`src/hdl/cpu_ctrl_pkg.sv`:
```
package cpu_ctrl_pkg;

	// ----------------------------------------------------------------------
	// Select codes from the decoder to the selection stage
	// ----------------------------------------------------------------------

	// Source of the next program counter.
	typedef enum logic [1:0] {
		PC_PLUS4  = 2'b00,
		PC_BRANCH = 2'b01,
		PC_JUMP   = 2'b10,
		PC_HOLD   = 2'b11
	} pc_sel_e;

	typedef enum logic [1:0] {
		IMM5_ZE  = 2'b00,
		IMM15_SE = 2'b01,
		IMM15_ZE = 2'b10,
		IMM20_SE = 2'b11
	} imm_ext_e;

	// Second ALU operand. Codes 5 to 7 are not used.
	typedef enum logic [2:0] {
		SRC2_RB         = 3'b000,
		SRC2_IMM        = 3'b001,
		SRC2_WORD_OFS   = 3'b010,
		SRC2_RB_SHIFTED = 3'b011,
		SRC2_RT         = 3'b100
	} alu_src2_e;

	typedef enum logic [1:0] {
		WB_ALU     = 2'b00,
		WB_OPERAND = 2'b01, // The second ALU operand itself, for MOVI.
		WB_MEM     = 2'b10
	} wb_sel_e;

	typedef enum logic [2:0] {
		ALU_ADD = 3'd0,
		ALU_SUB = 3'd1,
		ALU_AND = 3'd2,
		ALU_OR  = 3'd3,
		ALU_XOR = 3'd4,
		ALU_SRL = 3'd5
	} alu_op_e;

endpackage

```
`src/hdl/cpu_isa_pkg.sv`:
```
package cpu_isa_pkg;

	// ----------------------------------------------------------------------
	// Instruction word layout
	// ----------------------------------------------------------------------
	localparam int INSTR_WIDTH    = 32;
	localparam int OPCODE_LSB     = 26;
	localparam int OPCODE_WIDTH   = 6;
	localparam int RT_LSB         = 21;
	localparam int RA_LSB         = 16;
	localparam int RB_LSB         = 11;
	localparam int SV_LSB         = 8;  // Shift amount for ADD_SLLI.
	localparam int SV_WIDTH       = 2;
	localparam int IMM24_WIDTH    = 24; // Every immediate starts at bit 0.
	localparam int IMM20_WIDTH    = 20;
	localparam int IMM15_WIDTH    = 15;
	localparam int IMM14_WIDTH    = 14;
	localparam int IMM5_WIDTH     = 5;

	localparam int PC_WIDTH       = 10; // Byte address, steps by 4.
	localparam int REG_ADDR_WIDTH = 5;

	typedef enum logic [OPCODE_WIDTH-1:0] {
		OP_ADD      = 6'h00,
		OP_SUB      = 6'h01,
		OP_AND      = 6'h02,
		OP_OR       = 6'h03,
		OP_XOR      = 6'h04,
		OP_ADD_SLLI = 6'h05,
		OP_ADDI     = 6'h08,
		OP_ORI      = 6'h09,
		OP_SRLI     = 6'h0a,
		OP_MOVI     = 6'h0b,
		OP_LW       = 6'h10,
		OP_SW       = 6'h11,
		OP_BEQ      = 6'h18,
		OP_BNE      = 6'h19,
		OP_J        = 6'h1c,
		OP_HALT     = 6'h3f
	} opcode_e;

endpackage

```
`src/hdl/decoder.sv`:
```
`timescale 1ns/1ps

module decoder (
	input  cpu_isa_pkg::opcode_e   opcode,
	input  logic                   alu_zero,
	output cpu_ctrl_pkg::pc_sel_e  pc_select,
	output cpu_ctrl_pkg::imm_ext_e imm_extend_select,
	output cpu_ctrl_pkg::alu_src2_e alu_src2_select,
	output cpu_ctrl_pkg::wb_sel_e  write_reg_select,
	output cpu_ctrl_pkg::alu_op_e  alu_op,
	output logic                   reg_we,
	output logic                   mem_we,
	output logic                   halt
);
	import cpu_isa_pkg::*;
	import cpu_ctrl_pkg::*;

	always_comb begin
		// A plain register ALU operation is the starting point.
		pc_select         = PC_PLUS4;
		imm_extend_select = IMM15_SE;
		alu_src2_select   = SRC2_RB;
		write_reg_select  = WB_ALU;
		alu_op            = ALU_ADD;
		reg_we            = 1'b0;
		mem_we            = 1'b0;
		halt              = 1'b0;

		case (opcode)
			OP_ADD: reg_we = 1'b1;
			OP_SUB: begin
				alu_op = ALU_SUB;
				reg_we = 1'b1;
			end
			OP_AND: begin
				alu_op = ALU_AND;
				reg_we = 1'b1;
			end
			OP_OR: begin
				alu_op = ALU_OR;
				reg_we = 1'b1;
			end
			OP_XOR: begin
				alu_op = ALU_XOR;
				reg_we = 1'b1;
			end
			OP_ADD_SLLI: begin
				alu_src2_select = SRC2_RB_SHIFTED;
				reg_we          = 1'b1;
			end
			OP_ADDI: begin
				alu_src2_select = SRC2_IMM;
				reg_we          = 1'b1;
			end
			OP_ORI: begin
				imm_extend_select = IMM15_ZE;
				alu_src2_select   = SRC2_IMM;
				alu_op            = ALU_OR;
				reg_we            = 1'b1;
			end
			OP_SRLI: begin
				imm_extend_select = IMM5_ZE;
				alu_src2_select   = SRC2_IMM;
				alu_op            = ALU_SRL;
				reg_we            = 1'b1;
			end
			OP_MOVI: begin
				imm_extend_select = IMM20_SE;
				alu_src2_select   = SRC2_IMM;
				write_reg_select  = WB_OPERAND; // The ALU result is ignored.
				reg_we            = 1'b1;
			end
			OP_LW: begin
				alu_src2_select  = SRC2_WORD_OFS;
				write_reg_select = WB_MEM;
				reg_we           = 1'b1;
			end
			OP_SW: begin
				alu_src2_select = SRC2_WORD_OFS;
				mem_we          = 1'b1;
			end
			OP_BEQ, OP_BNE: begin
				// Subtracting rt from ra gives zero when they are equal.
				alu_src2_select = SRC2_RT;
				alu_op          = ALU_SUB;
				if (alu_zero == (opcode == OP_BEQ))
					pc_select = PC_BRANCH;
			end
			OP_J: pc_select = PC_JUMP;
			default: begin
				pc_select = PC_HOLD; // HALT, and anything not decoded.
				halt      = 1'b1;
			end
		endcase
	end

	always_comb begin
		assert (!(reg_we && mem_we))
			else $error("decoder: register and memory write in the same cycle");
	end

endmodule

```
`config.mk`:
```
export PLATFORM = sky130hd
export DESIGN_NAME = decoder
export DESIGN_NICKNAME = d
export VERILOG_FILES = /design/src/hdl/cpu_ctrl_pkg.sv /design/src/hdl/cpu_isa_pkg.sv /design/src/hdl/decoder.sv
export SDC_FILE = /design/constraint.sdc
export NUM_CORES = 1
export LEC_CHECK = 0
export ABC_CLOCK_PERIOD_IN_PS = 1200
export BUFFER_PORTS_ARGS = -buffer_cell sky130_fd_sc_hd__buf_4
export CAP_MARGIN = 20
export CELL_PAD_IN_SITES_DETAIL_PLACEMENT = 0
export CELL_PAD_IN_SITES_GLOBAL_PLACEMENT = 2
export CORE_MARGIN = 2
export CORE_UTILIZATION = 23
export DETAILED_ROUTE_END_ITERATION = 12
export PLACE_DENSITY_LB_ADDON = 0.1
export SYNTH_ARGS = -nofsm -noshare
export SYNTH_HDL_FRONTEND = slang
export SYNTH_SLANG_ARGS = --single-unit
```
`constraint.sdc`:
```
create_clock -name vclk -period 1.2
set_input_delay 0.24 -clock vclk [all_inputs]
set_output_delay 0.24 -clock vclk [all_outputs]
set_load 0.02 [all_outputs]
```
Word-level counts from Yosys, hierarchy flattened
Cells that the tools add are included.
Storage, ports and cells
  memories kept: 0
  bits in read-only memories: 0
  input port bits: 7
  output and inout bits: 15
  bits in latches: 0
  register bits after elaboration: 0
  logic and storage cells: 33
  bits in writable memories: 0
Cells by class
  bitwise gates (word level): 0
  muxes and demuxes: 9
  equality and inequality tests: 15
  reduce and logical (&&, ||, !) cells: 9
  divide/modulo/power cells: 0
  shift operators: 0
  magnitude comparators: 0
  add/subtract/negate cells: 0
  $mul: 0
Operators by type and width (count)
  $eq 6x5->1 const B: 5
  $eq 6x4->1 const B: 4
  $pmux 3 s5: 1
  $reduce_or 15->1: 1
  $eq 6x2->1 const B: 2
  $eq 6x3->1 const B: 2
  $pmux 2 s3: 2
  $pmux 3 s4: 1
  $reduce_or 12->1: 1
  $reduce_or 11->1: 1
  $eq 6x1->1 const B: 1
  $logic_not 6->1: 1
  $reduce_or 2->1: 3
  $mux 1: 4
  $pmux 2 s2: 1
  $reduce_or 4->1: 1
  $reduce_or 3->1: 1
  $eq 1x1->1: 1

Depth between registers and ports, before layout
  word-level depth: 4
  gate-level depth with buffers: 4
  gate-level depth less buffers: 3

Least setup slack after synthesis
Ideal clock, no wire load.
  path type: input to output
  from: input port opcode[0]
  to: output port write_reg_select[0]
  data arrival time: 1.284 ns
  setup slack: -0.324 ns
  stages: 4
  data required time: 0.960 ns
  buffers on the path: 1
  cell sequence: buf_2 -> inv_2 -> nor4_2 -> and2_1
Between the ends
  longest elaborated chain between the ends: 2
  elaborated cells on any way between the ends: 3
  classes of those cells: eq/ne: 2; mux: 1
Ends and longest elaborated chain
  from (decl): RTL line decoder.sv:4  | input cpu_isa_pkg::opcode_e opcode,
  $eq 6x5->1 / $eq 6x4->1 (equally long branches): RTL line decoder.sv:29  | case (opcode)
  $pmux 2 s2 *: RTL line decoder.sv:29
  to (decl): RTL line decoder.sv:9  | output cpu_ctrl_pkg::wb_sel_e write_reg_select,
Mark *: on every way between the ends. The rest lies on a longest branch, timed or not.

Worst setup path in the final report
  from: input port opcode[0]
  to: output port pc_select[0]
Between the ends
  longest elaborated chain between the ends: 4
  elaborated cells on any way between the ends: 20
  classes of those cells: eq/ne: 15; mux: 2; reduce/logical: 3
Ends and longest elaborated chain
  $eq 6x5->1: RTL line decoder.sv:29, decoder.sv:86
  $eq 1x1->1: RTL line decoder.sv:86  | if (alu_zero == (opcode == OP_BEQ))
  $mux 1: RTL line decoder.sv:86
  $pmux 2 s3 *: RTL line decoder.sv:29
  to (decl): RTL line decoder.sv:6  | output cpu_ctrl_pkg::pc_sel_e pc_select,
Marked as above.

==> results.json <==
{
  "grt_overflow": 0,
  "min_period_over_period_pct": 115,
  "slowest_delay_ps": 300,
  "seq_cell_count": 0,
  "final_cell_mix": "25 x buf_4, 11 x buf_6, 7 x buf_12",
  "synthesis.area_um2": 357,
  "power_density_mw_per_mm2": 343,
  "violations": "negative setup slack",
  "final_common_cell": "buf_4",
  "finalCriticalPeriod_ps": 1380,
  "crit_path_end_kind": "primary output",
  "syn_avg_cell_area_um2": 7.13,
  "via_count": 521,
  "synth_warnings": 0,
  "path_cells": "buf_8, and4bb_1, nor3_2, a311o_1, buf_6",
  "wl_um": 1570,
  "die_w_um": 43.4,
  "ys_seq_area_share_pct": 0,
  "post_synth_mux_area_share_pct": 0,
  "hold_class": "in -> out",
  "fill_cells": 112,
  "yosys.area_share.adder_pct": 0,
  "grt_pass1_wl_um": 2220,
  "arrival_ps": 1140,
  "vdd.ir_drop.worst_mv": 0.224,
  "die_height_um": 43.4,
  "hpwl_um": 938,
  "netlist_instances": 50,
  "route.detailed.drc": 0,
  "leakagePower_nw": 0.437,
  "antenna_left": 0,
  "port_buffers": 22,
  "hold_violations": 0,
  "grt_usage_pct": 15.1,
  "die_area_mm2": 0.00188,
  "cp_max_fo": 5,
  "ios": 22,
  "finalNetCount": 101,
  "synthXorXnorAreaFrac_pct": 4.91,
  "antenna_found_initial": 0,
  "relSlewSlack_pct": 84.7,
  "worst_pin_slew_ps": 227,
  "grt_pass1_vias": 450,
  "num_rows": 14,
  "synth.distinct_cells": 28,
  "wl_per_cell_um": 14.5,
  "path_class": "in -> out",
  "synth_nets": 57,
  "setup_violations": 12,
  "place_congestion": 0.784,
  "maxSlewViolCount": 0,
  "n_antenna_cell": 0,
  "whs_ps": 848,
  "fmax_ghz": 0.725,
  "syn_to_final_growth_pct": 187,
  "drive_above_1_share_pct": 81.5,
  "nClkBuffers": 0,
  "rsz0062_at_grt": "true",
  "synth_top_family_by_area": "simple AND/OR/NAND/NOR gates",
  "drv_cap": 0,
  "dr.pass1.iters": 4,
  "synth_compound_area_share_pct": 20.7,
  "startpoint_type": "primary input",
  "outcome": "complete, but fails checks",
  "drtIter0Drc": 3,
  "vias_per_cell": 4.82,
  "required_ps": 960,
  "post-route-util_pct": 69.6,
  "worst_slack_ps": -180,
  "core_area_mm2": 0.00147,
  "grt_max_degree": 11,
  "start_util_pct": 24.2,
  "regArea_um2": 0,
  "cpMaxStageDelayCell": "and4bb_1",
  "synthSimpleGateAreaFrac_pct": 58.2
}
-- timing repair --
item	CTS	global route
hold buffers	0	0
resized for setup	37	11
cloned	1	1
setup endpoints to repair	14	15
setup buffers	2	3
pin swaps	15	12
-- cell type report --
class	count	area, um^2	area share [%]
multi-input cells	43	450	44.0
inverters	1	3.75	0.367
well taps	16	20.0	1.96
repair buffers	48	549	53.7
-- worst paths after layout --
path       from  cells past startpoint  slack, ps                  to
min   opcode[5]                      3        850  alu_src2_select[1]
max   opcode[0]                      5       -180        pc_select[0]
-- cell usage after synthesis (all sizes together) --
cell type / instances / area share, %
xor2: 2 / 4.9
nor3: 5 / 9.8
and4bb: 2 / 7.0
nand3b: 1 / 2.1
nor2: 8 / 8.4
a21oi: 4 / 5.6
nor4b: 1 / 2.5
o31a: 1 / 2.5
a2111oi: 1 / 4.2
and2: 1 / 1.8
nor4: 4 / 11
nand3: 1 / 1.4
or2: 1 / 1.8
inv: 1 / 1.1
o21bai: 1 / 2.1
nand2b: 1 / 1.8
o21ai: 1 / 1.4
a311o: 1 / 2.8
nand2: 2 / 2.1
nor2b: 2 / 3.5
or2b: 1 / 3.2
a21boi: 1 / 2.1
buf: 6 / 15
and3b: 1 / 2.5
-- cell families (layout without fill, tap and decap cells) --
| group | after synthesis | after routing |
|---|---|---|
| and+or+nand+nor | 31 | 31 |
| AOI/OAI and AO/OA | 10 | 10 |
| buffers and inverters | 7 | 49 |
| xor gates and xnor gates | 2 | 2 |
-- critical path, delay by kind of cell --
kind	cells	cell delay (ps)
AND/OR/NAND/NOR	2	370
AO/OA/AOI/OAI	1	290
buffers and inverters	2	250
-- stage by stage --
stage | setup slack [ps] | power, mW | area (um^2) | setup TNS [ps] | std cells
after detailed placement | -242 | 0.241 | 722 | -1970 | 101
after global placement | -225 | 0.241 | 722 | -1960 | 101
after CTS | -143 | 0.315 | 927 | -1010 | 104
final | -180 | 0.351 | 1020 | -1120 | 108
after global routing | -197 | 0.369 | 1020 | -1680 | 108
after floorplan | -108 | 0.137 | 440 | -158 | 50
-- metal layers --
| layer | up-vias | global-route usage (%) | routed length (um) |
|---|---|---|---|
| li1 | 268 | - | - |
| met1 | 241 | 21.4 | 695 |
| met2 | 12 | 27.5 | 831 |
| met3 | 0 | 0 | 42 |
| met4 | 0 | 0 | 0 |
| met5 | - | 0 | 0 |
-- report_power, final --
group	total (mW)	switching, mW	internal [mW]
clock	0	0	0
sequential	0	0	0
combinational	0.351	0.153	0.198
total	0.351	0.153	0.198
(Power assumes the default switching activity.)
