## src/hdl/cpu_ctrl_pkg.sv

```systemverilog
package cpu_ctrl_pkg;

	// ----------------------------------------------------------------------
	// Select codes from the decoder to the selection stage
	// ----------------------------------------------------------------------

	// Source of the next program counter.
	typedef enum logic [1:0] {
		PC_PLUS4  = 2'b00,
		PC_BRANCH = 2'b01,
		PC_JUMP   = 2'b10,
		PC_HOLD   = 2'b11
	} pc_sel_e;

	typedef enum logic [1:0] {
		IMM5_ZE  = 2'b00,
		IMM15_SE = 2'b01,
		IMM15_ZE = 2'b10,
		IMM20_SE = 2'b11
	} imm_ext_e;

	// Second ALU operand. Codes 5 to 7 are not used.
	typedef enum logic [2:0] {
		SRC2_RB         = 3'b000,
		SRC2_IMM        = 3'b001,
		SRC2_WORD_OFS   = 3'b010,
		SRC2_RB_SHIFTED = 3'b011,
		SRC2_RT         = 3'b100
	} alu_src2_e;

	typedef enum logic [1:0] {
		WB_ALU     = 2'b00,
		WB_OPERAND = 2'b01, // The second ALU operand itself, for MOVI.
		WB_MEM     = 2'b10
	} wb_sel_e;

	typedef enum logic [2:0] {
		ALU_ADD = 3'd0,
		ALU_SUB = 3'd1,
		ALU_AND = 3'd2,
		ALU_OR  = 3'd3,
		ALU_XOR = 3'd4,
		ALU_SRL = 3'd5
	} alu_op_e;

endpackage

```

## src/hdl/cpu_isa_pkg.sv

```systemverilog
package cpu_isa_pkg;

	// ----------------------------------------------------------------------
	// Instruction word layout
	// ----------------------------------------------------------------------
	localparam int INSTR_WIDTH    = 32;
	localparam int OPCODE_LSB     = 26;
	localparam int OPCODE_WIDTH   = 6;
	localparam int RT_LSB         = 21;
	localparam int RA_LSB         = 16;
	localparam int RB_LSB         = 11;
	localparam int SV_LSB         = 8;  // Shift amount for ADD_SLLI.
	localparam int SV_WIDTH       = 2;
	localparam int IMM24_WIDTH    = 24; // Every immediate starts at bit 0.
	localparam int IMM20_WIDTH    = 20;
	localparam int IMM15_WIDTH    = 15;
	localparam int IMM14_WIDTH    = 14;
	localparam int IMM5_WIDTH     = 5;

	localparam int PC_WIDTH       = 10; // Byte address, steps by 4.
	localparam int REG_ADDR_WIDTH = 5;

	typedef enum logic [OPCODE_WIDTH-1:0] {
		OP_ADD      = 6'h00,
		OP_SUB      = 6'h01,
		OP_AND      = 6'h02,
		OP_OR       = 6'h03,
		OP_XOR      = 6'h04,
		OP_ADD_SLLI = 6'h05,
		OP_ADDI     = 6'h08,
		OP_ORI      = 6'h09,
		OP_SRLI     = 6'h0a,
		OP_MOVI     = 6'h0b,
		OP_LW       = 6'h10,
		OP_SW       = 6'h11,
		OP_BEQ      = 6'h18,
		OP_BNE      = 6'h19,
		OP_J        = 6'h1c,
		OP_HALT     = 6'h3f
	} opcode_e;

endpackage

```

## src/hdl/muxs.sv

```systemverilog
`timescale 1ns/1ps

module muxs #(
	parameter int DATA_WIDTH = 32
) (
	input  logic [cpu_isa_pkg::PC_WIDTH-1:0]    current_pc,
	input  logic [cpu_isa_pkg::SV_WIDTH-1:0]    sub_op_sv,
	input  logic [DATA_WIDTH-1:0]               reg_rb_data,
	input  logic [DATA_WIDTH-1:0]               reg_rt_data,
	input  logic [DATA_WIDTH-1:0]               mem_read_data,
	input  logic [DATA_WIDTH-1:0]               alu_output,
	input  logic [cpu_isa_pkg::IMM5_WIDTH-1:0]  imm_5bit,
	input  logic [cpu_isa_pkg::IMM14_WIDTH-1:0] imm_14bit,
	input  logic [cpu_isa_pkg::IMM15_WIDTH-1:0] imm_15bit,
	input  logic [cpu_isa_pkg::IMM20_WIDTH-1:0] imm_20bit,
	input  logic [cpu_isa_pkg::IMM24_WIDTH-1:0] imm_24bit,
	input  cpu_ctrl_pkg::pc_sel_e               pc_select,
	input  cpu_ctrl_pkg::imm_ext_e              imm_extend_select,
	input  cpu_ctrl_pkg::alu_src2_e             alu_src2_select,
	input  cpu_ctrl_pkg::wb_sel_e               write_reg_select,
	output logic [cpu_isa_pkg::PC_WIDTH-1:0]    next_pc,
	output logic [DATA_WIDTH-1:0]               output_imm_reg_mux,
	output logic [DATA_WIDTH-1:0]               write_reg_data
);
	import cpu_isa_pkg::*;
	import cpu_ctrl_pkg::*;

	logic [DATA_WIDTH-1:0] imm;
	logic [DATA_WIDTH-1:0] branch_ofs;
	logic [DATA_WIDTH-1:0] jump_ofs;

	// ----------------------------------------------------------------------
	// Next program counter
	// ----------------------------------------------------------------------
	// Offsets count halfwords, so they are doubled before the add.
	assign branch_ofs = {{(DATA_WIDTH-IMM14_WIDTH){imm_14bit[IMM14_WIDTH-1]}}, imm_14bit} << 1;
	assign jump_ofs   = {{(DATA_WIDTH-IMM24_WIDTH){imm_24bit[IMM24_WIDTH-1]}}, imm_24bit} << 1;

	always_comb begin
		case (pc_select)
			PC_PLUS4:  next_pc = current_pc + PC_WIDTH'(4);
			PC_BRANCH: next_pc = current_pc + branch_ofs[PC_WIDTH-1:0];
			PC_JUMP:   next_pc = current_pc + jump_ofs[PC_WIDTH-1:0];
			default:   next_pc = current_pc;
		endcase
	end

	// ----------------------------------------------------------------------
	// Immediate and second ALU operand
	// ----------------------------------------------------------------------
	always_comb begin
		case (imm_extend_select)
			IMM5_ZE:  imm = {{(DATA_WIDTH-IMM5_WIDTH){1'b0}}, imm_5bit};
			IMM15_SE: imm = {{(DATA_WIDTH-IMM15_WIDTH){imm_15bit[IMM15_WIDTH-1]}}, imm_15bit};
			IMM15_ZE: imm = {{(DATA_WIDTH-IMM15_WIDTH){1'b0}}, imm_15bit};
			default:  imm = {{(DATA_WIDTH-IMM20_WIDTH){imm_20bit[IMM20_WIDTH-1]}}, imm_20bit};
		endcase
	end

	always_comb begin
		case (alu_src2_select)
			SRC2_IMM:        output_imm_reg_mux = imm;
			SRC2_WORD_OFS:   output_imm_reg_mux = {{(DATA_WIDTH-IMM15_WIDTH-2){1'b0}}, imm_15bit, 2'b00};
			SRC2_RB_SHIFTED: output_imm_reg_mux = reg_rb_data << sub_op_sv;
			SRC2_RT:         output_imm_reg_mux = reg_rt_data;
			default:         output_imm_reg_mux = reg_rb_data;
		endcase
	end

	// Write-back value for rt.
	always_comb begin
		case (write_reg_select)
			WB_OPERAND: write_reg_data = output_imm_reg_mux;
			WB_MEM:     write_reg_data = mem_read_data;
			default:    write_reg_data = alu_output;
		endcase
	end

	always_comb begin
		assert (alu_src2_select inside {SRC2_RB, SRC2_IMM, SRC2_WORD_OFS, SRC2_RB_SHIFTED, SRC2_RT})
			else $error("muxs: undefined operand select %0d", alu_src2_select);
	end

endmodule

```

## config.mk

```make
export PLATFORM = sky130hd
export DESIGN_NAME = muxs
export DESIGN_NICKNAME = d
export VERILOG_FILES = /design/src/hdl/cpu_ctrl_pkg.sv /design/src/hdl/cpu_isa_pkg.sv /design/src/hdl/muxs.sv
export SDC_FILE = /design/constraint.sdc
export NUM_CORES = 1
export LEC_CHECK = 0
export ABC_AREA = 1
export ABC_CLOCK_PERIOD_IN_PS = 7650
export BUFFER_PORTS_ARGS = -buffer_cell sky130_fd_sc_hd__buf_2
export CAP_MARGIN = 5
export CORE_AREA = 2 2 118 120
export DETAILED_ROUTE_END_ITERATION = 10
export DIE_AREA = 0 0 120 122
export GPL_TIMING_DRIVEN = 0
export PLACE_DENSITY_LB_ADDON = 0.2
export RECOVER_POWER = 25
export SLEW_MARGIN = 20
export SYNTH_ARGS = -nofsm -noshare
export SYNTH_HDL_FRONTEND = slang
export SYNTH_SLANG_ARGS = --single-unit
```

## constraint.sdc

```tcl
create_clock -name vclk -period 7.65
set_input_delay 0.765 -clock vclk [all_inputs]
set_output_delay 0.765 -clock vclk [all_outputs]
set_load 0.01 [all_outputs]
```

Yosys cells after proc, flatten, opt, wreduce, memory -nomap -nowiden
Index checks and enable logic that the tools add are counted.

$add $sub $neg: 3. Bitwise logic cells: 0. Div/mod/pow operators: 0. Order comparisons: 0. $mul: 0. Shifts and indexed selects: 1. Eq/ne operators: 10. Muxes and demuxes: 4. Reductions and logical operators: 2.

Operators with widths (count): 32-bit one-hot mux with 4 select lines (1); 32-bit one-hot mux with 3 select lines (1); 32-bit one-hot mux with 2 select lines (1); 32-bit by 2-bit << shifter with 32-bit output (1); 10-bit one-hot mux with 3 select lines (1); 10-bit adder (2); 10-bit by 3-bit adder with 10-bit output, second input constant (1); 2-bit by 1-bit equality test with 1-bit output, second input constant (3); 2-bit equality test, second input constant (3); 3-bit by 2-bit equality test with 1-bit output, second input constant (2); 2-bit logical NOT (2); 3-bit by 1-bit equality test with 1-bit output, second input constant (1); 3-bit equality test, second input constant (1).

Latch bits: 0. Logic and storage cells: 20. Input bits: 227. Bits in registers: 0. Output and inout bits: 74. Bits in writable memories: 0. Memories kept: 0. Memory bits (read-only): 0.

Longest topological paths before layout
Gate-level depths: netlist (run 1).

Word-level depth: 4. Depth in mapped cells: 15. Depth with buffers taken out: 14.

Worst setup path before layout (run 1)
OpenSTA, ideal clock, no wires.

Path kind: input-to-output. Start point: in pc_select[0]. End point: out next_pc[9] (netlist bit). Path slack: 3965 ps. Stages on the path: 15. Arrival: 2920 ps. Cells stage by stage: inv_1 -> ha_1 -> clkbuf_1 -> mux2_2 -> ha_1 -> fa_1 -> nand2_1 -> inv_1 -> nand2_1 -> nand2_1 -> nand2_1 -> nand2_1 -> nand2_1 -> nand3_1 -> a21oi_1.

Longest elaborated chain between the ends: 2. Elaborated cells between the ends (all ways): 4. Those cells by class: eq/ne: 2; mux: 1; reduce/logical: 1.

RTL lines: start, declared (RTL line muxs.sv:17) `input cpu_ctrl_pkg::pc_sel_e pc_select,`; 2-bit equality test (tied with other cells) (RTL line muxs.sv:40) `case (pc_select)`; 10-bit one-hot mux with 3 select lines (*) (RTL line muxs.sv:40); end, declared (RTL line muxs.sv:21) `output logic [cpu_isa_pkg::PC_WIDTH-1:0] next_pc,`.

Every way passes the cells marked *; elsewhere a longest branch is shown, timed or not.

Worst setup path after layout (run 1)
Ends and elaborated chain as after synthesis.

==> run_results.csv, run 1 <==
group,metric,value,unit
yosys,syn_area,0.003645,mm^2
finish,layout-drive-gt1-share,29.27,%
finish,fill_cells,1618,
finish,finalNetCount,1287,
finish,final_cell_mix,"buf_2 (280), nand2_1 (243), nand3_1 (156)",
worst_setup_path,cp_max_fo,10,
yosys,ys_warn_count,0,
placed_design,place_inst,1222,
floorplanning,dieArea,0.01464,mm^2
floorplanning,fp.dieW,120,um
global_routing,grt_pass1_wl,26900,um
worst_setup_path,worstPathRequired,6.88,ns
pwr,p_leak,2.920,nW
pwr,vdd_drop_max,0.00003040,V
global_routing,grt_overflow_total,0,
finish,regArea,0,um^2
worst_setup_path,start_kind,"input pin",
worst_setup_path,cp_cell_sequence,"buf_2, inv_1, ha_1, clkbuf_1, mux2_2, ha_1, fa_1, nand2_1, inv_1, nand2_1, nand2_1, nand2_1, nand2_1, nand2_1, nand3_1, a21oi_1, buf_2",
finish,final_cells,1224,
drt,routed_wirelength,17860,um
status,outcome,"finished clean",
drt,drt_iter0_drc,417,
drt,vias,6034,
drt,ant_nets,0,
worst_setup_path,crit_buf_inv,5,
placed_design,hpwl,15140,um
finish,final_common_cell,"buf_2",
drt,routedWlPerCell,14.59,um
worst_setup_path,cpMaxStageDelayCell,"clkbuf_1",
pwr,clock_power_share,0,%
pwr,p_sw_share,59.68,%
timing,finalCritPeriodShare,54.63,%
drt,dr_wl_met3,1273,um
pwr,pwr_density_cell,73.43,mW/mm^2
worst_setup_path,path_class,"in -> out",
timing,slew_viol_final,0,
global_routing,grt_pass1_vias,5346,
yosys,synth_nets,1008,
timing,rsz0062_at_grt,"false",
yosys,netlist_instances,765,
pwr,power,0.3835,mW
drt,wl_met2,8305,um
timing,hold_violations,0,
floorplanning,rows,43,
yosys,ys_seq_area_share,0,%
pwr,power_frac_seq,0,%
drt,drt-pass1-iter-count,5,
finish,seq_cell_count,0,
floorplanning,ioPinCount,301,
floorplanning,die_h,122,um
timing,fin_tns_setup,0,ns
pwr,p_int,0.1546,mW
finish,nClkBuffers,0,
timing,period_minus_slack,4.179,ns
yosys,synth_cell_types,29,
flow_run,max_cap_viol_count,0,
drt,drcViolationCount,0,
floorplanning,start_util,26.99,%
finish,postLayoutCoreUtil,38.67,%
timing,finalSetupViolations,0,
worst_setup_path,arrival,3.41,ns
timing,max_slew_margin,61.89,%
global_routing,antenna_found_initial,2,
clock_tree,ctsHoldBuffers,0,
yosys,avgSynthCellArea,4.764,um^2
placed_design,gp_congestion,0.9111,
drt,topRoutingLayerUsed,"met4",
floorplanning,core_area,0.01350,mm^2
drt,wirelength_met1,8093,um
pwr,combPwrFrac,100.0,%
timing,fmax,239.3,MHz
worst_setup_path,slowest_delay,0.43,ns
clock_tree,cts_resized,0,
worst_setup_path,end_kind,"output port",
global_routing,grt_max_degree,11,
placed_design,numPortBuffers,277,
worst_setup_path,worst_path_dominant_cell_family,"adder cells",
timing,tightest_slew,0.5717,ns
finish,area_delta_synth_final,43.29,%
worst_hold_path,hp-class,"in -> out",
drt,vias_per_cell,4.930,
clock_tree,post_cts_buffers,0,
worst_setup_path,crit_path_frequent_cell,"nand2_1",
global_routing,grt_usage,22.48,%
pwr,p_sw,0.2288,mW
==> cells by family (layout without fill, tap and decap cells) <==
logic type / count (synthesis) / count (layout) / share of synthesized area, %
buffers and inverters: 106 / 383 / 12.43
other: 0 / 2 / 0
AOI/OAI and AO/OA: 105 / 105 / 14.83
adders and majority gates: 16 / 16 / 5.699
and+or+nand+nor: 530 / 530 / 64.57
muxes: 8 / 8 / 2.472
==> stage by stage <==
stage,area [um^2],setup WS (ns),hold slack [ns]
after floorplan,3645,3.965,1.622
after global placement,5256,3.468,1.715
after detailed placement,5256,3.472,1.717
after CTS,5256,3.468,1.717
after global routing,5218,3.161,1.749
final,5223,3.471,1.742
==> layout make-up <==
| class | count | area (um^2) | area share [%] |
|---|---|---|---|
| inverter | 55 | 209.0 | 4.001 |
| tap | 180 | 225.2 | 4.312 |
| antenna | 2 | 5.005 | 0.09583 |
| timing repair buffer | 277 | 1374 | 26.31 |
| multi-input combinational | 659 | 3172 | 60.73 |
| buffer | 51 | 237.7 | 4.552 |
==> per-layer routing <==
layer | vias to the layer above | GRT usage [%]
met2 | 252 | 38.81
met1 | 2646 | 31.37
li1 | 3122 | -
met4 | 0 | 2.206
met5 | - | 0
met3 | 14 | 2.060
==> synth_stat cells <==
master / instances / area (um^2)
buf_2: 15 / 75.07
a21oi_1: 85 / 425.4
buf_1: 4 / 15.01
nand3_1: 155 / 775.7
nand3_2: 2 / 20.02
nor3_1: 4 / 20.02
nor2_4: 1 / 11.26
nand2_1: 241 / 904.6
a31oi_1: 2 / 12.51
clkbuf_1: 25 / 93.84
inv_4: 1 / 6.260
buf_4: 5 / 37.54
o21ai_0: 13 / 65.06
nand2_2: 3 / 18.77
mux2_2: 8 / 90.09
o21bai_1: 1 / 7.510
inv_1: 53 / 198.9
o21a_1: 3 / 22.52
nand3b_1: 2 / 15.01
ha_1: 15 / 187.7
buf_6: 2 / 22.52
inv_2: 1 / 3.750
fa_1: 1 / 20.02
a22oi_1: 1 / 7.510
nor2_2: 2 / 12.51
or2_2: 6 / 37.54
nor2_1: 70 / 262.8
and2_1: 15 / 93.84
nand4_1: 29 / 181.4
==> worst paths after layout <==
path / depth (start not counted) / startpoint / end / slack, ns
min: 2 / current_pc[0] / next_pc[0] / 1.74
max: 17 / pc_select[0] / next_pc[9] / 3.47
==> power by group through the flow <==
stage          sequential (mW)  combinational, mW    clock (mW)
2_1_floorplan                0              0.219             0
3_3_place_gp                 0              0.385             0
3_5_place_dp                 0              0.385             0
4_1_cts                      0              0.387             0
5_1_grt                      0              0.428             0
6_report                     0              0.383  0.0000000350
(Power assumes the default switching activity.)
==> run 2, diff against run 1 <==
--- a/config.mk
+++ b/config.mk
@@ -6,12 +6,12 @@
 export NUM_CORES = 1
 export LEC_CHECK = 0
 export ABC_AREA = 1
-export ABC_CLOCK_PERIOD_IN_PS = 7650
+export ABC_CLOCK_PERIOD_IN_PS = 4100
 export BUFFER_PORTS_ARGS = -buffer_cell sky130_fd_sc_hd__buf_2
 export CAP_MARGIN = 5
-export CORE_AREA = 2 2 118 120
+export CORE_AREA = 2 2 116 118
 export DETAILED_ROUTE_END_ITERATION = 10
-export DIE_AREA = 0 0 120 122
+export DIE_AREA = 0 0 118 120
 export GPL_TIMING_DRIVEN = 0
 export PLACE_DENSITY_LB_ADDON = 0.2
 export RECOVER_POWER = 25
==> constraint.sdc (replaced) <==
create_clock -name vclk -period 4.1
set_input_delay 0.41 -clock vclk [all_inputs]
set_output_delay 0.41 -clock vclk [all_outputs]
set_load 0.01 [all_outputs]
==> run 2 against run 1 <==
  * Total power grew 86%
  * Sequential share of layout area unchanged
  * Combinational power is 86% higher
  * Final cell count decreased by 0.41%
  * Critical path depth unchanged
  * Largest power group unchanged
  * Die area is 3.3% lower
  * Worst hold slack lost 0.71 ns
  * Worst setup slack worse by 2.9 ns
  * Utilization rose by 1.5 points
  * Via count grew 0.60%
==> run_results.csv, run 2 (synthesis results as in run 1) <==
group,metric,value,unit
worst_setup_path,end_kind,"output port",
drt,routed_wirelength,17540,um
worst_setup_path,path_class,"in -> out",
drt,vias_per_cell,4.979,
floorplanning,ioPinCount,301,
floorplanning,dieArea,0.01416,mm^2
floorplanning,core_area,0.01298,mm^2
status,outcome,"finished clean",
finish,nClkBuffers,0,
clock_tree,ctsHoldBuffers,0,
worst_hold_path,worstHoldPathCells,2,
pwr,p_leak,2.921,nW
clock_tree,post_cts_buffers,0,
placed_design,numPortBuffers,277,
timing,finalCritPeriodShare,86.03,%
timing,finalSetupViolations,0,
flow_run,max_cap_viol_count,0,
finish,layout-drive-gt1-share,29.27,%
global_routing,antenna_found_initial,0,
finish,final_common_cell,"buf_2",
worst_hold_path,hp-class,"in -> out",
drt,drt_iter0_drc,412,
finish,fill_cells,1598,
worst_setup_path,cp_max_fo,10,
finish,seq_cell_count,0,
floorplanning,start_util,28.08,%
timing,hold_violations,0,
timing,tightest_slew,0.6043,ns
timing,fin_tns_setup,0,ns
pwr,vdd_drop_max,0.00005584,V
worst_setup_path,arrival,3.12,ns
finish,finalNetCount,1287,
floorplanning,die_h,120,um
placed_design,gp_congestion,0.9291,
clock_tree,cts_resized,0,
timing,fmax,283.5,MHz
finish,final_cell_mix,"buf_2 (279), nand2_1 (243), nand3_1 (155)",
drt,drt-pass1-iter-count,5,
worst_setup_path,worstPathRequired,3.69,ns
timing,max_slew_margin,59.71,%
global_routing,grt_pass1_vias,5490,
pwr,power,0.7140,mW
drt,routedWlPerCell,14.39,um
global_routing,grt_overflow_total,0,
pwr,pwr_density_cell,136.9,mW/mm^2
finish,regArea,0,um^2
timing,slew_viol_final,0,
worst_setup_path,start_kind,"input pin",
timing,period_minus_slack,3.527,ns
drt,drcViolationCount,0,
drt,ant_nets,0,
placed_design,hpwl,14900,um
timing,rsz0062_at_grt,"false",
global_routing,grt_max_degree,11,
finish,area_delta_synth_final,43.08,%
global_routing,grt_usage,23.46,%
drt,vias,6070,
floorplanning,fp.dieW,118,um
floorplanning,rows,42,
global_routing,grt_pass1_wl,27570,um
run 2: final timing paths:
check,startpoint,to,slack [ns]
setup / recovery,pc_select[0],next_pc[9],0.57
hold / removal,current_pc[0],next_pc[0],1.03
run 2: final cells by class:
type                            count  area, um^2  share of cell area (%)
Multi-Input combinational cell    659        3177                   60.92
Timing Repair Buffer              277        1371                   26.30
Buffer                             51       235.2                   4.511
Tap cell                          176       220.2                   4.223
Inverter                           55       209.0                   4.007
Antenna cell                        1       2.502                 0.04798
run 2: metrics by stage:
stage | worst slack (ns) | area [um^2] | hold WS, ns | util, % | instances
4_1_cts | 0.5595 | 5251 | 1.007 | 40.46 | 1218
3_3_place_gp | 0.6066 | 5251 | 1.004 | 40.46 | 1218
5_1_grt | 0.2823 | 5213 | 1.055 | 40.16 | 1218
6_report | 0.5726 | 5215 | 1.031 | 40.18 | 1219
2_1_floorplan | 1.125 | 3645 | 0.9118 | - | 765
3_5_place_dp | 0.5674 | 5251 | 1.007 | 40.46 | 1218
run 2: power breakdown:
part	switching [mW]	internal (mW)	leakage, nW
Combinational	0.425	0.289	2.92
Clock	0	0.0000000326	0.00000634
Sequential	0	0	0
Total	0.425	0.289	2.92
run 2: per-layer routing:
layer / global-route usage (%) / up-vias / share of wire (%)
li1: - / 3105 / -
met1: 32.35 / 2723 / 45
met2: 42.11 / 238 / 48
met3: 1.711 / 4 / 6.4
met4: 0.7530 / 0 / 0.34
met5: 0 / - / 0
run 2: critical path: stages:
cell and delay (ns):
buf_2 0.10, inv_1 0.08, ha_1 0.16, clkbuf_1 0.45, mux2_2 0.40, ha_1 0.24, fa_1 0.44, nand2_1 0.09
inv_1 0.05, nand2_1 0.05, nand2_1 0.08, nand2_1 0.11, nand2_1 0.06, nand2_1 0.05, nand3_1 0.06, a21oi_1 0.13
buf_2 0.15
==> run 3, diff against run 2 <==
--- a/config.mk
+++ b/config.mk
@@ -6,7 +6,7 @@
 export NUM_CORES = 1
 export LEC_CHECK = 0
 export ABC_AREA = 1
-export ABC_CLOCK_PERIOD_IN_PS = 4100
+export ABC_CLOCK_PERIOD_IN_PS = 3620
 export BUFFER_PORTS_ARGS = -buffer_cell sky130_fd_sc_hd__buf_2
 export CAP_MARGIN = 5
 export CORE_AREA = 2 2 116 118
==> constraint.sdc (replaced) <==
create_clock -name vclk -period 3.62
set_input_delay 0.362 -clock vclk [all_inputs]
set_output_delay 0.362 -clock vclk [all_outputs]
set_load 0.01 [all_outputs]
==> run 3 against run 2 <==
  * Worst setup slack got worse by 0.18 ns
  * Via count hardly changed
  * Critical path depth unchanged
  * Clock-buffer cell count unchanged
  * Non-clock buffer count stayed put
  * Routed wire length about the same
  * Worst hold slack worse by 0.096 ns
  * Critical endpoint unchanged
  * Highest routed layer unchanged
  * Total power increased by 13%
  * Combinational power up 13%
  * Die area is the same
  * Largest power group unchanged
  * Flip-flop and latch count is the same
==> run_results.csv, run 3 (synthesis results as in run 1) <==
group,metric,value,unit
floorplanning,die_h,120,um
drt,ant_nets,0,
floorplanning,dieArea,0.01416,mm^2
pwr,clock_power_share,0,%
drt,vias_per_cell,4.977,
worst_setup_path,crit_path_frequent_cell,"nand2_1",
worst_setup_path,cp_max_fo,10,
placed_design,place_inst,1218,
drt,drcViolationCount,0,
timing,fin_tns_setup,0,ns
global_routing,grt_overflow_total,0,
finish,layout-drive-gt1-share,29.37,%
finish,nClkBuffers,0,
worst_setup_path,end_kind,"output port",
drt,routed_wirelength,17540,um
status,outcome,"finished clean",
pwr,pwr_density_cell,155.1,mW/mm^2
finish,area_delta_synth_final,43.12,%
global_routing,grt_pass1_vias,5490,
floorplanning,rows,42,
timing,tightest_slew,0.6043,ns
finish,final_cells,1219,
finish,multi_input_area,0.003177,mm^2
timing,hold_violations,0,
timing,max_slew_margin,59.71,%
pwr,p_leak,2.924,nW
floorplanning,core_area,0.01298,mm^2
pwr,combPwrFrac,100.0,%
worst_hold_path,hp-class,"in -> out",
timing,whs,0.9351,ns
drt,vias,6067,
finish,finalNetCount,1287,
placed_design,numPortBuffers,277,
finish,postLayoutCoreUtil,40.19,%
finish,regArea,0,um^2
timing,rsz0062_at_grt,"false",
timing,fmax,310.3,MHz
drt,drt-pass1-iter-count,5,
placed_design,place_ws,0.1834,ns
timing,finalSetupViolations,0,
drt,routedWlPerCell,14.38,um
placed_design,gp_congestion,0.9291,
floorplanning,ioPinCount,301,
flow_run,max_cap_viol_count,0,
placed_design,hpwl,14900,um
floorplanning,fp.dieW,118,um
global_routing,grt_usage,23.46,%
timing,slew_viol_final,0,
pwr,vdd_drop_max,0.00006291,V
worst_setup_path,startpoint,"pc_select[0]",
finish,fill_cells,1597,
global_routing,grt_pass1_wl,27570,um
timing,fin_ws,0.3970,ns
global_routing,antenna_found_initial,0,
worst_setup_path,slowest_delay,0.44,ns
worst_setup_path,path_class,"in -> out",
worst_setup_path,worst_path_dominant_cell_family,"adder cells",
floorplanning,start_util,28.08,%
pwr,p_int,0.3270,mW
pwr,p_sw,0.4818,mW
worst_setup_path,cpMaxStageDelayCell,"fa_1",
timing,period_minus_slack,3.223,ns
worst_setup_path,arrival,2.86,ns
pwr,p_sw_share,59.57,%
worst_setup_path,crit_buf_inv,5,
finish,final_common_cell,"buf_2",
global_routing,grt_max_degree,11,
drt,drt_iter0_drc,412,
worst_hold_path,holdCritStartpoint,"current_pc[0]",
worst_setup_path,worstPathRequired,3.26,ns
timing,finalCritPeriodShare,89.03,%
worst_setup_path,start_kind,"input pin",
pwr,power_frac_seq,0,%
finish,seq_cell_count,0,
finish,final_cell_mix,"buf_2 (279), nand2_1 (243), nand3_1 (155)",
worst_setup_path,cp_cell_sequence,"buf_2, inv_1, ha_1, clkbuf_2, mux2_2, ha_1, fa_1, nand2_1, inv_1, nand2_1, nand2_1, nand2_1, nand2_1, nand2_1, nand3_1, a21oi_1, buf_2",
==> run 3: cell counts in the layout (fill, tap and decap cells not counted) <==
Identical to the previous run, type by type.
==> run 3: worst paths after layout <==
path	slack, ns	end	cells past startpoint
setup / recovery	0.40	next_pc[9]	17
hold / removal	0.94	next_pc[0]	2
==> run 3: power by group through the flow <==
stage          sequential [mW]    clock [mW]  combinational, mW
2_1_floorplan                0             0              0.463
3_3_place_gp                 0             0              0.809
3_5_place_dp                 0             0              0.811
4_1_cts                      0             0              0.815
5_1_grt                      0             0              0.906
6_report                     0  0.0000000369              0.809
==> run 3: final cells by class <==
type / count / area share, %
Multi-Input combinational cell: 659 / 60.90
Timing Repair Buffer: 277 / 26.29
Buffer: 51 / 4.533
Tap cell: 176 / 4.222
Inverter: 55 / 4.006
Antenna cell: 1 / 0.04797
==> run 3: what timing repair did <==
item	4_1_cts	5_1_grt
hold buffers	0	0
setup buffers	0	0
gates resized for setup	0	2
setup endpoints to repair	0	2
==> run 3: per-stage QoR <==
step	area [um^2]	power [mW]
after floorplan	3645	0.4634
after global placement	5251	0.8093
after detailed placement	5251	0.8113
after CTS	5251	0.8148
after global routing	5214	0.9061
final	5216	0.8088
==> run 3: layer usage <==
layer / part of all wire (%) / GRT usage, % / routed length, um / vias to the layer above
met5: 0 / 0 / 0 / -
met4: 0.34 / 0.7530 / 59 / 0
met3: 6.3 / 1.711 / 1107 / 4
met2: 48 / 42.11 / 8478 / 235
met1: 45 / 32.35 / 7889 / 2722
li1: - / - / - / 3106
